**config.mk**
```make
export PLATFORM = sky130hd
export DESIGN_NAME = sprite_display_top
export DESIGN_NICKNAME = d
export VERILOG_FILES = /design/src/common/sprite_pkg.sv /design/src/verilog/display_timing.sv /design/src/sprite/sprite_ctrl.sv /design/src/sprite/sprite_engine.sv /design/src/sprite/sprite_compositor.sv /design/src/verilog/sprite_display_top.sv
export VERILOG_INCLUDE_DIRS = /design/src /design/src/common
export SDC_FILE = /design/constraint.sdc
export NUM_CORES = 1
export LEC_CHECK = 0
export ABC_CLOCK_PERIOD_IN_PS = 4300
export BUFFER_PORTS_ARGS = -buffer_cell sky130_fd_sc_hd__clkbuf_2
export CORE_ASPECT_RATIO = 0.6
export CORE_MARGIN = 1.5
export CORE_UTILIZATION = 35
export CTS_BUF_LIST = sky130_fd_sc_hd__clkbuf_2
export CTS_CLUSTER_DIAMETER = 60
export CTS_CLUSTER_SIZE = 14
export DETAILED_ROUTE_END_ITERATION = 8
export PLACE_DENSITY = 0.58
export SKIP_LAST_GASP = 1
export SLEW_MARGIN = 20
export SYNTH_ARGS = -nofsm -noshare
export SYNTH_HDL_FRONTEND = slang
export SYNTH_SLANG_ARGS = --single-unit
```
**constraint.sdc**
```tcl
create_clock -name clk_pix -period 4.3 [get_ports clk_pix]
set_clock_uncertainty 0.05 [all_clocks]
set_input_delay 0.86 -clock clk_pix [delete_from_list [all_inputs] [get_ports clk_pix]]
set_output_delay 0.86 -clock clk_pix [all_outputs]
set_load 0.01 [all_outputs]
```
**src/common/sprite_defines.svh**
```systemverilog
/*
 * sprite display parameters
 * 640x480 video timing, sprite geometry and sprite count
 */

`ifndef SPRITE_DEFINES_SVH
`define SPRITE_DEFINES_SVH

// screen coordinate width, covers 0..799
`define CORDW       10

// horizontal timing in pixels
`define H_ACTIVE    640
`define H_FP        16
`define H_SYNC      96
`define H_BP        48

// vertical timing in lines
`define V_ACTIVE    480
`define V_FP        10
`define V_SYNC      2
`define V_BP        33

// sprite bitmap is SPR_SIZE x SPR_SIZE, one bit per pixel
`define SPR_SIZE    8
`define SPR_SCALE   4   // integer scale in both directions
`define NUM_SPRITES 4   // default engine count, 1..8

`define COLW        12  // 4 bits per channel

`endif

```
**src/common/sprite_pkg.sv**
```systemverilog
/*
 * sprite package
 * engine FSM states and host configuration opcodes
 */

package sprite_pkg;

    // sprite engine FSM
    typedef enum logic [1:0] {
        IDLE      = 2'd0,  // waiting for start on the sprite's first line
        WAIT_POS  = 2'd1,  // armed, waiting for sx to reach sprite x
        DRAW      = 2'd2,  // shifting out bitmap pixels
        NEXT_LINE = 2'd3   // row done, step line / row counters
    } sprite_state_e;

    // configuration write opcodes, 2 bits on cfg_op
    typedef enum logic [1:0] {
        SET_X      = 2'd0,  // staged x position
        SET_Y      = 2'd1,  // staged y position
        SET_COLOUR = 2'd2,  // staged 12-bit colour
        SET_ROW    = 2'd3   // bitmap row, written straight through
    } cfg_op_e;

endpackage

```
**src/verilog/display_timing.sv**
```systemverilog
/*
 * display timing generator
 * 800x525 counters, negative syncs, data enable, line and frame strobes
 */

`timescale 1ns/100ps
`include "sprite_defines.svh"

module display_timing (
    input  wire logic              clk_pix,  // pixel clock
    input  wire logic              arst_n,
    output      logic [`CORDW-1:0] sx,       // horizontal position
    output      logic [`CORDW-1:0] sy,       // vertical position
    output      logic              hsync,
    output      logic              vsync,
    output      logic              de,       // active video
    output      logic              line,     // start of every line
    output      logic              frame     // start of vertical blank
);

    // horizontal decode points
    localparam logic [`CORDW-1:0] HA_END = `CORDW'(`H_ACTIVE);
    localparam logic [`CORDW-1:0] HS_STA = `CORDW'(`H_ACTIVE + `H_FP);
    localparam logic [`CORDW-1:0] HS_END = `CORDW'(`H_ACTIVE + `H_FP + `H_SYNC);
    localparam logic [`CORDW-1:0] H_LAST = `CORDW'(`H_ACTIVE + `H_FP + `H_SYNC + `H_BP - 1);

    // vertical decode points
    localparam logic [`CORDW-1:0] VA_END = `CORDW'(`V_ACTIVE);
    localparam logic [`CORDW-1:0] VS_STA = `CORDW'(`V_ACTIVE + `V_FP);
    localparam logic [`CORDW-1:0] VS_END = `CORDW'(`V_ACTIVE + `V_FP + `V_SYNC);
    localparam logic [`CORDW-1:0] V_LAST = `CORDW'(`V_ACTIVE + `V_FP + `V_SYNC + `V_BP - 1);

    always_ff @(posedge clk_pix or negedge arst_n) begin
        if (!arst_n) begin
            sx <= '0;
            sy <= '0;
        end else if (sx == H_LAST) begin  // end of line
            sx <= '0;
            sy <= (sy == V_LAST) ? '0 : sy + 1'b1;
        end else begin
            sx <= sx + 1'b1;
        end
    end

    // strobes straight off the registered counters
    always_comb begin
        hsync = !(sx >= HS_STA && sx < HS_END);  // active low
        vsync = !(sy >= VS_STA && sy < VS_END);
        de    = (sx < HA_END) && (sy < VA_END);
        line  = (sx == '0);
        frame = (sx == '0) && (sy == VA_END);   // first blank line
    end

endmodule

```
**src/sprite/sprite_ctrl.sv**
```systemverilog
/*
 * sprite controller
 * decodes host writes, double-buffers position and colour, starts engines
 */

`timescale 1ns/100ps
`include "sprite_defines.svh"

module sprite_ctrl #(
    parameter int num_sprites = `NUM_SPRITES
) (
    input  wire logic                                   clk_pix,
    input  wire logic                                   arst_n,
    input  wire logic                                   cfg_we,    // one-cycle strobe
    input       sprite_pkg::cfg_op_e                    cfg_op,
    input  wire logic [2:0]                             cfg_sel,   // sprite index
    input  wire logic [15:0]                            cfg_data,
    input  wire logic                                   line,
    input  wire logic                                   frame,
    input  wire logic [`CORDW-1:0]                      sy,
    output      logic [num_sprites-1:0]                 spr_start,
    output      logic [num_sprites-1:0][`CORDW-1:0]     spr_x,
    output      logic [num_sprites-1:0][`COLW-1:0]      spr_colour,
    output      logic [num_sprites-1:0]                 row_we,
    output      logic [2:0]                             row_addr,
    output      logic [7:0]                             row_data
);

    // staged copies take host writes, live copies feed the engines
    logic [`CORDW-1:0] stage_x   [num_sprites];
    logic [`CORDW-1:0] stage_y   [num_sprites];
    logic [`COLW-1:0]  stage_col [num_sprites];
    logic [`CORDW-1:0] live_x    [num_sprites];
    logic [`CORDW-1:0] live_y    [num_sprites];
    logic [`COLW-1:0]  live_col  [num_sprites];

    always_ff @(posedge clk_pix or negedge arst_n) begin
        if (!arst_n) begin
            for (int i = 0; i < num_sprites; i++) begin
                stage_x[i]   <= '0;
                stage_y[i]   <= '0;
                stage_col[i] <= '0;  // black, sprite invisible
                live_x[i]    <= '0;
                live_y[i]    <= '0;
                live_col[i]  <= '0;
            end
        end else begin
            for (int i = 0; i < num_sprites; i++) begin
                if (cfg_we && cfg_sel == 3'(i)) begin  // selects beyond count ignored
                    case (cfg_op)
                        sprite_pkg::SET_X:      stage_x[i]   <= cfg_data[`CORDW-1:0];
                        sprite_pkg::SET_Y:      stage_y[i]   <= cfg_data[`CORDW-1:0];
                        sprite_pkg::SET_COLOUR: stage_col[i] <= cfg_data[`COLW-1:0];
                        default: ;  // rows go straight to the engine
                    endcase
                end
                // swap at start of vblank so a frame never tears
                if (frame) begin
                    live_x[i]   <= stage_x[i];
                    live_y[i]   <= stage_y[i];
                    live_col[i] <= stage_col[i];
                end
            end
        end
    end

    always_comb begin
        row_addr = cfg_data[10:8];
        row_data = cfg_data[7:0];  // msb is leftmost pixel
        for (int i = 0; i < num_sprites; i++) begin
            spr_start[i]  = line && (sy == live_y[i]);  // first sprite line
            spr_x[i]      = live_x[i];
            spr_colour[i] = live_col[i];
            row_we[i]     = cfg_we && (cfg_op == sprite_pkg::SET_ROW) && (cfg_sel == 3'(i));
        end
    end

endmodule

```
**src/sprite/sprite_engine.sv**
```systemverilog
/*
 * sprite engine
 * 8x8 one-bit bitmap drawn at spr_x, each pixel repeated SPR_SCALE times
 */

`timescale 1ns/100ps
`include "sprite_defines.svh"

module sprite_engine (
    input  wire logic              clk_pix,
    input  wire logic              arst_n,
    input  wire logic              start,     // line where sprite begins
    input  wire logic [`CORDW-1:0] sx,
    input  wire logic [`CORDW-1:0] spr_x,     // left edge
    input  wire logic              row_we,
    input  wire logic [2:0]        row_addr,
    input  wire logic [7:0]        row_data,
    output      logic              pix        // one cycle behind sx
);

    localparam int SCW = (`SPR_SCALE > 1) ? $clog2(`SPR_SCALE) : 1;
    localparam logic [SCW-1:0] SC_LAST  = SCW'(`SPR_SCALE - 1);
    localparam logic [2:0]     POS_LAST = 3'(`SPR_SIZE - 1);

    sprite_pkg::sprite_state_e state;
    logic [`SPR_SIZE-1:0] bitmap [`SPR_SIZE];
    logic [2:0]     bx, by;          // next bitmap column, current row
    logic [SCW-1:0] cx, cy;          // repeat counts within column / row
    logic [2:0]     cur_bx, cur_by;  // position of the pixel under sx
    logic [SCW-1:0] cur_cx;
    logic           hit;             // sx reached left edge this cycle
    logic           drawing;
    logic           last_col;
    logic           bit_on;

    always_ff @(posedge clk_pix or negedge arst_n) begin
        if (!arst_n) begin
            for (int r = 0; r < `SPR_SIZE; r++) begin
                bitmap[r] <= '0;  // blank until written
            end
        end else if (row_we) begin
            bitmap[row_addr] <= row_data;
        end
    end

    always_comb begin
        cur_bx   = (state == sprite_pkg::DRAW && !start) ? bx : '0;
        cur_cx   = (state == sprite_pkg::DRAW && !start) ? cx : '0;
        cur_by   = start ? '0 : by;
        hit      = (start || state == sprite_pkg::WAIT_POS) && (sx == spr_x);
        drawing  = hit || (state == sprite_pkg::DRAW && !start);
        last_col = (cur_bx == POS_LAST) && (cur_cx == SC_LAST);
        bit_on   = bitmap[cur_by][POS_LAST - cur_bx];
    end

    always_ff @(posedge clk_pix or negedge arst_n) begin
        if (!arst_n) begin
            state <= sprite_pkg::IDLE;
            bx    <= '0;
            cx    <= '0;
            by    <= '0;
            cy    <= '0;
            pix   <= 1'b0;
        end else begin
            pix <= drawing && bit_on;
            if (start) begin  // restart from top row
                by <= '0;
                cy <= '0;
            end
            if (drawing) begin
                if (last_col) begin
                    state <= sprite_pkg::NEXT_LINE;
                    bx    <= '0;
                    cx    <= '0;
                end else if (cur_cx == SC_LAST) begin  // column repeated enough
                    state <= sprite_pkg::DRAW;
                    bx    <= cur_bx + 3'd1;
                    cx    <= '0;
                end else begin
                    state <= sprite_pkg::DRAW;
                    bx    <= cur_bx;
                    cx    <= cur_cx + 1'b1;
                end
            end else if (start) begin
                state <= sprite_pkg::WAIT_POS;
            end else if (state == sprite_pkg::NEXT_LINE) begin
                state <= sprite_pkg::WAIT_POS;  // left edge comes round next line
                if (cy != SC_LAST) begin
                    cy <= cy + 1'b1;  // same row again
                end else if (by != POS_LAST) begin
                    cy <= '0;
                    by <= by + 3'd1;
                end else begin
                    cy    <= '0;
                    by    <= '0;
                    state <= sprite_pkg::IDLE;  // bottom row done
                end
            end
        end
    end

endmodule

```
**src/sprite/sprite_compositor.sv**
```systemverilog
/*
 * sprite compositor
 * lowest-index opaque sprite wins, blanked colour, syncs aligned to rgb
 */

`timescale 1ns/100ps
`include "sprite_defines.svh"

module sprite_compositor #(
    parameter int num_sprites = `NUM_SPRITES
) (
    input  wire logic                              clk_pix,
    input  wire logic                              arst_n,
    input  wire logic [num_sprites-1:0]            spr_pix,     // already 1 cycle late
    input  wire logic [num_sprites-1:0][`COLW-1:0] spr_colour,
    input  wire logic                              de_in,       // straight from timing
    input  wire logic                              hsync_in,
    input  wire logic                              vsync_in,
    output      logic [`COLW-1:0]                  rgb,
    output      logic                              hsync,
    output      logic                              vsync,
    output      logic                              de
);

    logic [`COLW-1:0] pick;  // winning colour
    logic [1:0]       de_q;  // two-stage delay lines
    logic [1:0]       hs_q;
    logic [1:0]       vs_q;

    // walk from highest index down so sprite 0 ends on top
    always_comb begin
        pick = '0;
        for (int i = num_sprites - 1; i >= 0; i--) begin
            if (spr_pix[i]) pick = spr_colour[i];
        end
    end

    always_ff @(posedge clk_pix or negedge arst_n) begin
        if (!arst_n) begin
            de_q <= '0;
            hs_q <= '1;  // syncs idle high
            vs_q <= '1;
            rgb  <= '0;
        end else begin
            de_q <= {de_q[0], de_in};
            hs_q <= {hs_q[0], hsync_in};
            vs_q <= {vs_q[0], vsync_in};
            rgb  <= de_q[0] ? pick : '0;  // de_q[0] lines up with spr_pix
        end
    end

    assign de    = de_q[1];
    assign hsync = hs_q[1];
    assign vsync = vs_q[1];

endmodule

```
**src/verilog/sprite_display_top.sv**
```systemverilog
/*
 * sprite display top
 * timing, sprite controller, engine array and compositor
 */

`timescale 1ns/100ps
`include "sprite_defines.svh"

module sprite_display_top #(
    parameter int num_sprites = `NUM_SPRITES
) (
    input  wire logic             clk_pix,
    input  wire logic             arst_n,
    input  wire logic             cfg_we,
    input       sprite_pkg::cfg_op_e cfg_op,
    input  wire logic [2:0]       cfg_sel,
    input  wire logic [15:0]      cfg_data,
    output      logic [`COLW-1:0] rgb,    // 2 cycles behind counters
    output      logic             hsync,
    output      logic             vsync,
    output      logic             de
);

    // raw timing
    logic [`CORDW-1:0] sx, sy;
    logic              hsync_t, vsync_t, de_t;
    logic              line, frame;

    // controller to engines and compositor
    logic [num_sprites-1:0]             spr_start;
    logic [num_sprites-1:0][`CORDW-1:0] spr_x;
    logic [num_sprites-1:0][`COLW-1:0]  spr_colour;
    logic [num_sprites-1:0]             row_we;
    logic [2:0]                         row_addr;
    logic [7:0]                         row_data;
    logic [num_sprites-1:0]             spr_pix;

    display_timing u_timing (
        .clk_pix,
        .arst_n,
        .sx,
        .sy,
        .hsync (hsync_t),
        .vsync (vsync_t),
        .de    (de_t),
        .line,
        .frame
    );

    sprite_ctrl #(.num_sprites(num_sprites)) u_ctrl (
        .clk_pix,
        .arst_n,
        .cfg_we,
        .cfg_op,
        .cfg_sel,
        .cfg_data,
        .line,
        .frame,
        .sy,
        .spr_start,
        .spr_x,
        .spr_colour,
        .row_we,
        .row_addr,
        .row_data
    );

    // one engine per sprite, bitmap rows broadcast with per-engine strobe
    for (genvar i = 0; i < num_sprites; i++) begin : g_engine
        sprite_engine u_engine (
            .clk_pix,
            .arst_n,
            .start    (spr_start[i]),
            .sx,
            .spr_x    (spr_x[i]),
            .row_we   (row_we[i]),
            .row_addr,
            .row_data,
            .pix      (spr_pix[i])
        );
    end

    sprite_compositor #(.num_sprites(num_sprites)) u_comp (
        .clk_pix,
        .arst_n,
        .spr_pix,
        .spr_colour,
        .de_in    (de_t),
        .hsync_in (hsync_t),
        .vsync_in (vsync_t),
        .rgb,
        .hsync,
        .vsync,
        .de
    );

endmodule

```
==> results of run 1 <==
[per-layer routing]
metal  share of wire [%]  track usage (%)
met3                 5.0            3.166
met2                  42            24.73
met4                 1.4            2.905
met1                  51            26.38
met5               0.070                0
[critical path, cell delays in order, from the launching register on]
cell	delay, ps
sky130_fd_sc_hd__dfrtp_1	590
sky130_fd_sc_hd__inv_1	160
sky130_fd_sc_hd__ha_1	140
sky130_fd_sc_hd__nor2b_1	180
sky130_fd_sc_hd__nand4_2	390
sky130_fd_sc_hd__or4_4	800
sky130_fd_sc_hd__and3_1	350
sky130_fd_sc_hd__and2_1	220
sky130_fd_sc_hd__ha_1	190
sky130_fd_sc_hd__ha_1	230
sky130_fd_sc_hd__nor3_1	260
sky130_fd_sc_hd__a22o_1	190
[power by group]
group          switching, mW  leakage, nW  internal, mW  total, mW
registers              0.162         8.11          6.02       6.18
clock network           1.80        0.281         0.480       2.28
logic                  0.342         5.22         0.322      0.663
[area by class of cell]
| type | count | area, um2 | area share [%] |
|---|---|---|---|
| clock inverter | 4 | 73.82 | 0.2513 |
| multi-input combinational | 1390 | 11730 | 39.93 |
| antenna | 5 | 12.51 | 0.04259 |
| clock buffer | 59 | 295.3 | 1.005 |
| sequential | 602 | 15070 | 51.30 |
| inverter | 39 | 146.4 | 0.4984 |
| timing repair buffer | 93 | 730.7 | 2.488 |
| tap | 1053 | 1318 | 4.485 |
[timing repair]
item                      in CTS  in global routing
hold buffers                   3                  0
hold endpoints to repair      85                  0
gates resized for setup        0                  0
[cells by family (layout without fill, tap and decap cells)]
logic type                 count (synthesis)  after routing  synth area share [%]
muxes                                    580            580                 23.96
adders and majority gates                 28             28                 1.272
and+or+nand+nor                          411            411                 7.600
buffers and inverters                    178            195                 2.830
xor gates and xnor gates                  92             92                 2.926
AOI/OAI and AO/OA                        279            279                 6.696
other                                      0              5                     0
DFF                                      602            602                 54.71
[how the worst max path moves through the flow]
stage	from	end	slack, ps	depth (start not counted)
after floorplan	u_timing.sx[0]	g_engine[1].u_engine.bx[1]	1070	15
after global placement	u_timing.sx[1]	g_engine[1].u_engine.bx[2]	630	11
after detailed placement	u_timing.sx[1]	g_engine[1].u_engine.bx[1]	500	11
after CTS	u_timing.sx[1]	g_engine[1].u_engine.bx[1]	430	11
after global routing	u_timing.sx[1]	g_engine[1].u_engine.bx[1]	270	11
final	u_timing.sx[1]	g_engine[1].u_engine.bx[1]	460	11
[registers in the layout, indices dropped and copies added, names as in the netlist]
signal,cells
g_engine.u_engine.by,12
g_engine.u_engine.state,8
u_ctrl.live_y,40
u_ctrl.stage_x,40
u_comp.de_q,2
u_timing.sx,10
u_comp.hs_q,2
u_comp.vs_q,2
g_engine.u_engine.bitmap,256
u_comp.rgb,12
u_ctrl.spr_x,40
u_ctrl.stage_y,40
g_engine.u_engine.cy,8
u_timing.sy,10
g_engine.u_engine.bx,12
g_engine.u_engine.pix,4
g_engine.u_engine.cx,8
u_ctrl.spr_colour,48
u_ctrl.stage_col,48
[through the flow]
stage	hold slack [ps]	utilization (%)
after floorplan	295.2	-
after global placement	297.1	37.28
after detailed placement	297.9	37.28
after CTS	53.95	37.79
after global routing	46.69	37.80
final	174.6	37.81
[cell usage after synthesis (all sizes together) (10+ instances only)]
cell type  count  area, um2
o21ai         60      300.3
nand3         30      150.1
clkbuf        99      382.9
mux4          12      272.8
nor4          12      75.07
xnor2         65      569.3
a221oi        11      96.34
and3          13      87.59
ha            28      350.3
a21oi         93      491.7
nor3          18      101.4
nand3b        13      97.59
xor2          27      236.5
dfrtp        598      14960
nor2b         11      68.82
a22oi         15      112.6
a221o         10      100.1
nand2        103      386.6
nor2         110      412.9
nand4         23      165.2
mux2         513       5777
mux2i         55      550.5
or3           10      65.06
and2          33      211.5
inv           39      146.4
a31oi         11      68.82
a211oi        10      75.07
buf           39      239.0
==> impl_metrics.tcl, run 1 <==
set metrics [dict create \
    end_kind "register" \
    synth_sequential_area_ratio_pct 54.71 \
    post-place-ws_ps 502.9 \
    synth-seq-cells 602 \
    ys.warnings.count 0 \
    final_max_slew_viol_count 0 \
    max_clock_freq_mhz 260.5 \
    timing.setup.tns_ps 0 \
    pin_count 39 \
    outcome "finished clean" \
    regToRegEndpoint "g_engine[1].u_engine.bx[1]" \
    clkTransAtPathRegs_ps 280 \
    setup_violations 0 \
    routed-via-count 17223 \
    worst-endpoint-arrival_ps 4810 \
    placed_cells_incl_taps 3174 \
    drtPass1Iterations 5 \
    final_nets 2227 \
    wl_per_cell_um 20.82 \
    dr.first_iter.drc_count 1267 \
    grt_setup_unrepaired "false" \
    clk_latency_ps 1100 \
    drc_violations_left 0 \
    min_from "cfg_data[10]" \
    grt_use_total_pct 17.01 \
    antenna_left 0 \
    p_per_area_nw_per_um2 310.7 \
    cts_buffer_depth 3 \
    final-instance-count-excl-fill 3245 \
    final_min_period_over_clock_period_pct 89.29 \
    port_buffers 34 \
    fp.dieH_um 220.3 \
    first_pass_grt_wire_length_um 106100 \
    critical_path.max_fanout 18 \
    yosys.cell_types.count 79 \
    grt_antenna_before_repair 6 \
    max_slew.worst_pin.slew_ps 1029 \
    timing.final.hold_violations 0 \
    post_place_cell_area_um2 28960 \
    category_of_the_critical_setup_timing_path "register to register" \
    clock-root-buffer "sky130_fd_sc_hd__clkbuf_2" \
    final.fill_count 7454 \
    dp.final_hpwl_um 44900 \
    coreArea_um2 77690 \
    worst_r2r_startpoint "u_timing.sx[1]" \
    dominantRegCellSynth "sky130_fd_sc_hd__dfrtp_1" \
    timing.reg2reg.setup_slack_ps 460 \
    die_w_um 365.2 \
    cellLeakagePower_nw 13.62 \
    period_minus_slack_ps 3839 \
    postSynthNetCount 2222 \
    ys_async_sr_fraction_pct 100.0 \
    total_power_mw 9.127 \
    max-cap-violations 0 \
    floorplan.initialDensity_pct 35.45 \
    syn-cell-area_um2 27540 \
    cells_after_synthesis 2170 \
    cts_max_level 2 \
    cts_setup_buffers 0 \
    synth_edf_count 0 \
    startpoint_type "register" \
    area_growth_syn_to_layout_pct 6.651 \
    die-area_um2 80440 \
    core.rowCount 79 \
    synth_area_per_cell_um2 12.69 \
    place_congestion 0.8417 \
    grt_pass1_vias 17693 \
    required_ps 5270 \
    mostFrequentLayoutCell "sky130_fd_sc_hd__dfrtp_1" \
    final_layout_size_suffix_gt1_share_pct 32.83 \
    post-route-worst-setup-slack_ps 460.6 \
    route.detailed.vias_per_inst 5.308 \
    hold_end "u_ctrl.stage_col[34]" \
    tritoncts "done" \
    reg2reg_depth 11 \
    grt_max_degree 149 \
    cts.sink_count 602 \
    tritoncts_buffers 49 \
    final_cell_area_um2 29370 \
    maxSlewHeadroom_pct 30.79 \
    postRouteWirelength_um 67560 \
    most-common-layout-cells "sky130_fd_sc_hd__dfrtp_1 (598), sky130_fd_sc_hd__mux2_2 (513), sky130_fd_sc_hd__nor2_1 (110), sky130_fd_sc_hd__nand2_1 (103), sky130_fd_sc_hd__clkbuf_2 (92)" \
    holdCritPathClass "input port to register" \
    holdPathStages 2 \
    grt_overflow 0 \
    peakVddDrop_uv 139.9 \
]
Note: power is estimated with default switching activity, not from simulation.
==> run 2: changes to the inputs <==
ABC_AREA = 1   (was unset)
==> run 2 against run 1 <==
Compared with the run above:
- routed wire length rose by 8.5%
- first-iteration DRC count rose by 61%
- sequential cell count did not move
- sequential power barely moved
- count of clock-buffer cells in the layout did not move
- setup slack improved by 520 ps
- cell area fell by 1.3%
- combinational power fell by 9.7%
- final cell count rose by 27%
- critical path depth rose by 5
- critical endpoint is now g_engine[2].u_engine.pix
- largest power group unchanged
==> impl_metrics.tcl, run 2 <==
set metrics [dict create \
    grt_antenna_before_repair 1 \
    core.rowCount 79 \
    top_post_synthesis_cells_by_count "sky130_fd_sc_hd__nand2_1 (865), sky130_fd_sc_hd__dfrtp_1 (598), sky130_fd_sc_hd__o21ai_0 (428)" \
    max_clock_freq_mhz 301.5 \
    coreArea_um2 77590 \
    cts_setup_buffers 0 \
    setup_violations 0 \
    timing.critical_path.to "g_engine[2].u_engine.pix" \
    final_min_period_over_clock_period_pct 77.12 \
    placed_cells_incl_taps 4067 \
    place_congestion 0.9071 \
    timing.reg2reg.setup_slack_ps 980 \
    startpoint_type "register" \
    yosys.cell_count.top_type "sky130_fd_sc_hd__nand2_1" \
    final-instance-count-excl-fill 4133 \
    ys_async_sr_fraction_pct 100.0 \
    grt_max_degree 116 \
    timing.critical_path.mode_cell "sky130_fd_sc_hd__nand3_1" \
    grt_use_total_pct 18.67 \
    grtUsageMet3_pct 3.344 \
    worst-endpoint-arrival_ps 4250 \
    cts_max_level 2 \
    fp.dieH_um 220.1 \
    end_kind "register" \
    dominantRegCellSynth "sky130_fd_sc_hd__dfrtp_1" \
    wl_per_cell_um 17.73 \
    worst_r2r_startpoint "u_timing.sx[1]" \
    syn-cell-area_um2 27500 \
    post-synth-top-area-cell "sky130_fd_sc_hd__dfrtp_1" \
    clkTransAtPathRegs_ps 260 \
    antenna_left 0 \
    p_per_area_nw_per_um2 309.2 \
    ys.warnings.count 0 \
    pin_count 39 \
    synth_edf_count 0 \
    timing.critical_path.slowest_stage_cell "sky130_fd_sc_hd__dfrtp_1" \
    critical_path.max_fanout 33 \
    postSynthNetCount 3154 \
    timing.setup.tns_ps 0 \
    post-synth-top-area-fraction_pct 54.41 \
    largest_register "g_engine.u_engine.bitmap" \
    floorplan.initialDensity_pct 35.44 \
    required_ps 5230 \
    area_growth_syn_to_layout_pct 5.468 \
    synth-seq-cells 602 \
    cp_cell_sequence "inv_1 > ha_1 > nand3_2 > inv_1 > nand2_2 > nor2_1 > nand2_1 > nand2_2 > nand2_1 > nand3_1 > nand3_1 > nand3_1 > nand3_1 > nand3_1 > nand2_1 > nor2_1" \
    yosys.cell_types.count 40 \
    holdCritPathClass "input port to register" \
    mostFrequentLayoutCell "sky130_fd_sc_hd__nand2_1" \
    route.detailed.vias_per_inst 5.051 \
    start_point_of_the_critical_path "u_timing.sx[1]" \
    port_buffers 34 \
    post-place-ws_ps 1036 \
    synth_sequential_area_ratio_pct 54.79 \
    groute.layer.met1.usage_pct 30.48 \
    final_nets 3119 \
    cellLeakagePower_nw 13.80 \
    seq_area_um2 15070 \
    grt_pass1_vias 19851 \
    synth_area_per_cell_um2 8.866 \
    tritoncts_buffers 49 \
    max_stage_delay_on_crit_path_ps 490 \
    cts.repair.resized 0 \
    max-cap-violations 0 \
    multi_input_comb_area_um2 10980 \
    regToRegEndpoint "g_engine[2].u_engine.pix" \
    cts.sink_count 602 \
    most-common-layout-cells "sky130_fd_sc_hd__nand2_1 (864), sky130_fd_sc_hd__dfrtp_1 (598), sky130_fd_sc_hd__o21ai_0 (428), sky130_fd_sc_hd__nand3_1 (338), sky130_fd_sc_hd__inv_1 (142)" \
    total_power_mw 8.968 \
    die_w_um 364.9 \
    timing.final.hold_violations 0 \
    maxSlewHeadroom_pct 29.65 \
    dr.first_iter.drc_count 2036 \
    outcome "finished clean" \
    post-route-worst-setup-slack_ps 983.7 \
    clk_latency_ps 1110 \
    first_pass_grt_wire_length_um 117900 \
    grt_setup_unrepaired "false" \
    drtPass1Iterations 5 \
    grt_overflow 0 \
    final_max_slew_viol_count 0 \
    drc_violations_left 0 \
    clock-root-buffer "sky130_fd_sc_hd__clkbuf_2" \
    routed-via-count 20875 \
    final.fill_count 7990 \
    tritoncts "done" \
    global_routing_met2_resource_utilization_pct 25.34 \
    die-area_um2 80330 \
    postRouteWirelength_um 73280 \
    holdBufCountCts 2 \
    final_layout_size_suffix_gt1_share_pct 12.02 \
    category_of_the_critical_setup_timing_path "register to register" \
    period_minus_slack_ps 3316 \
    max_slew.worst_pin.slew_ps 1055 \
    largest_register_ffs 256 \
    cells_after_synthesis 3102 \
    cts_buffer_depth 3 \
    synth.top_cells.by_area "sky130_fd_sc_hd__dfrtp_1 (54%), sky130_fd_sc_hd__nand2_1 (12%), sky130_fd_sc_hd__o21ai_0 (7.8%)" \
    dp.final_hpwl_um 48030 \
    peakVddDrop_uv 174.8 \
    top_usage_layer "met1" \
    reg2reg_depth 16 \
]
[run 2: layout make-up]
type                       count  share of cell area [%]
antenna                        1                0.008627
clock buffer                  59                   1.018
clock inverter                 4                  0.1078
inverter                     167                   2.187
multi-input combinational   2158                   37.86
sequential                   602                   51.95
tap                         1053                   4.542
timing repair buffer          89                   2.321
[run 2: power by group]
part / total [mW] / internal [mW] / leakage [nW] / switching, mW
Combinational: 0.599 / 0.199 / 5.38 / 0.400
Sequential: 6.18 / 6.01 / 8.16 / 0.171
Clock: 2.19 / 0.366 / 0.261 / 1.83
[run 2: cell families after synthesis]
family,share of synthesized area (%)
XOR/XNOR,0.8598
AND/OR/NAND/NOR,22.89
buffers and inverters,5.300
AO/OA/AOI/OAI,9.531
multiplexers,5.350
adder cells (fa/ha/maj),1.274
flip-flops,54.79
[run 2: worst max-delay path: cells and delay by family, from the launching register on]
kind | cells | cell delay, ps
simple gates | 13 | 2160
flops | 1 | 490
buf+inv | 2 | 310
fa+ha+maj | 1 | 210
[run 2: how the worst min path moves through the flow]
stage,from,end,slack (ps),depth (start not counted)
5_1_grt,cfg_data[10],u_ctrl.stage_col[22],70,3
3_3_place_gp,u_comp.vs_q[0],u_comp.vs_q[1],300,0
3_5_place_dp,u_comp.vs_q[0],u_comp.vs_q[1],300,0
6_report,cfg_data[10],u_ctrl.stage_col[10],160,3
2_1_floorplan,u_comp.hs_q[0],u_comp.hs_q[1],300,0
4_1_cts,cfg_data[10],u_ctrl.stage_col[10],30,3
[run 2: through the flow]
step	area, um2	hold slack (ps)	utilization [%]
floorplan	27500	295.2	-
global placement	28660	295.6	36.93
detailed placement	28660	299.7	36.93
CTS	29000	29.26	37.38
global route	29010	74.69	37.38
finish	29010	161.4	37.38
[run 2: per-layer routing]
| metal | part of all wire (%) | wire (um) |
|---|---|---|
| met5 | 0 | 0 |
| met2 | 39 | 28450 |
| met1 | 54 | 39490 |
| met4 | 1.5 | 1075 |
| met3 | 5.8 | 4273 |
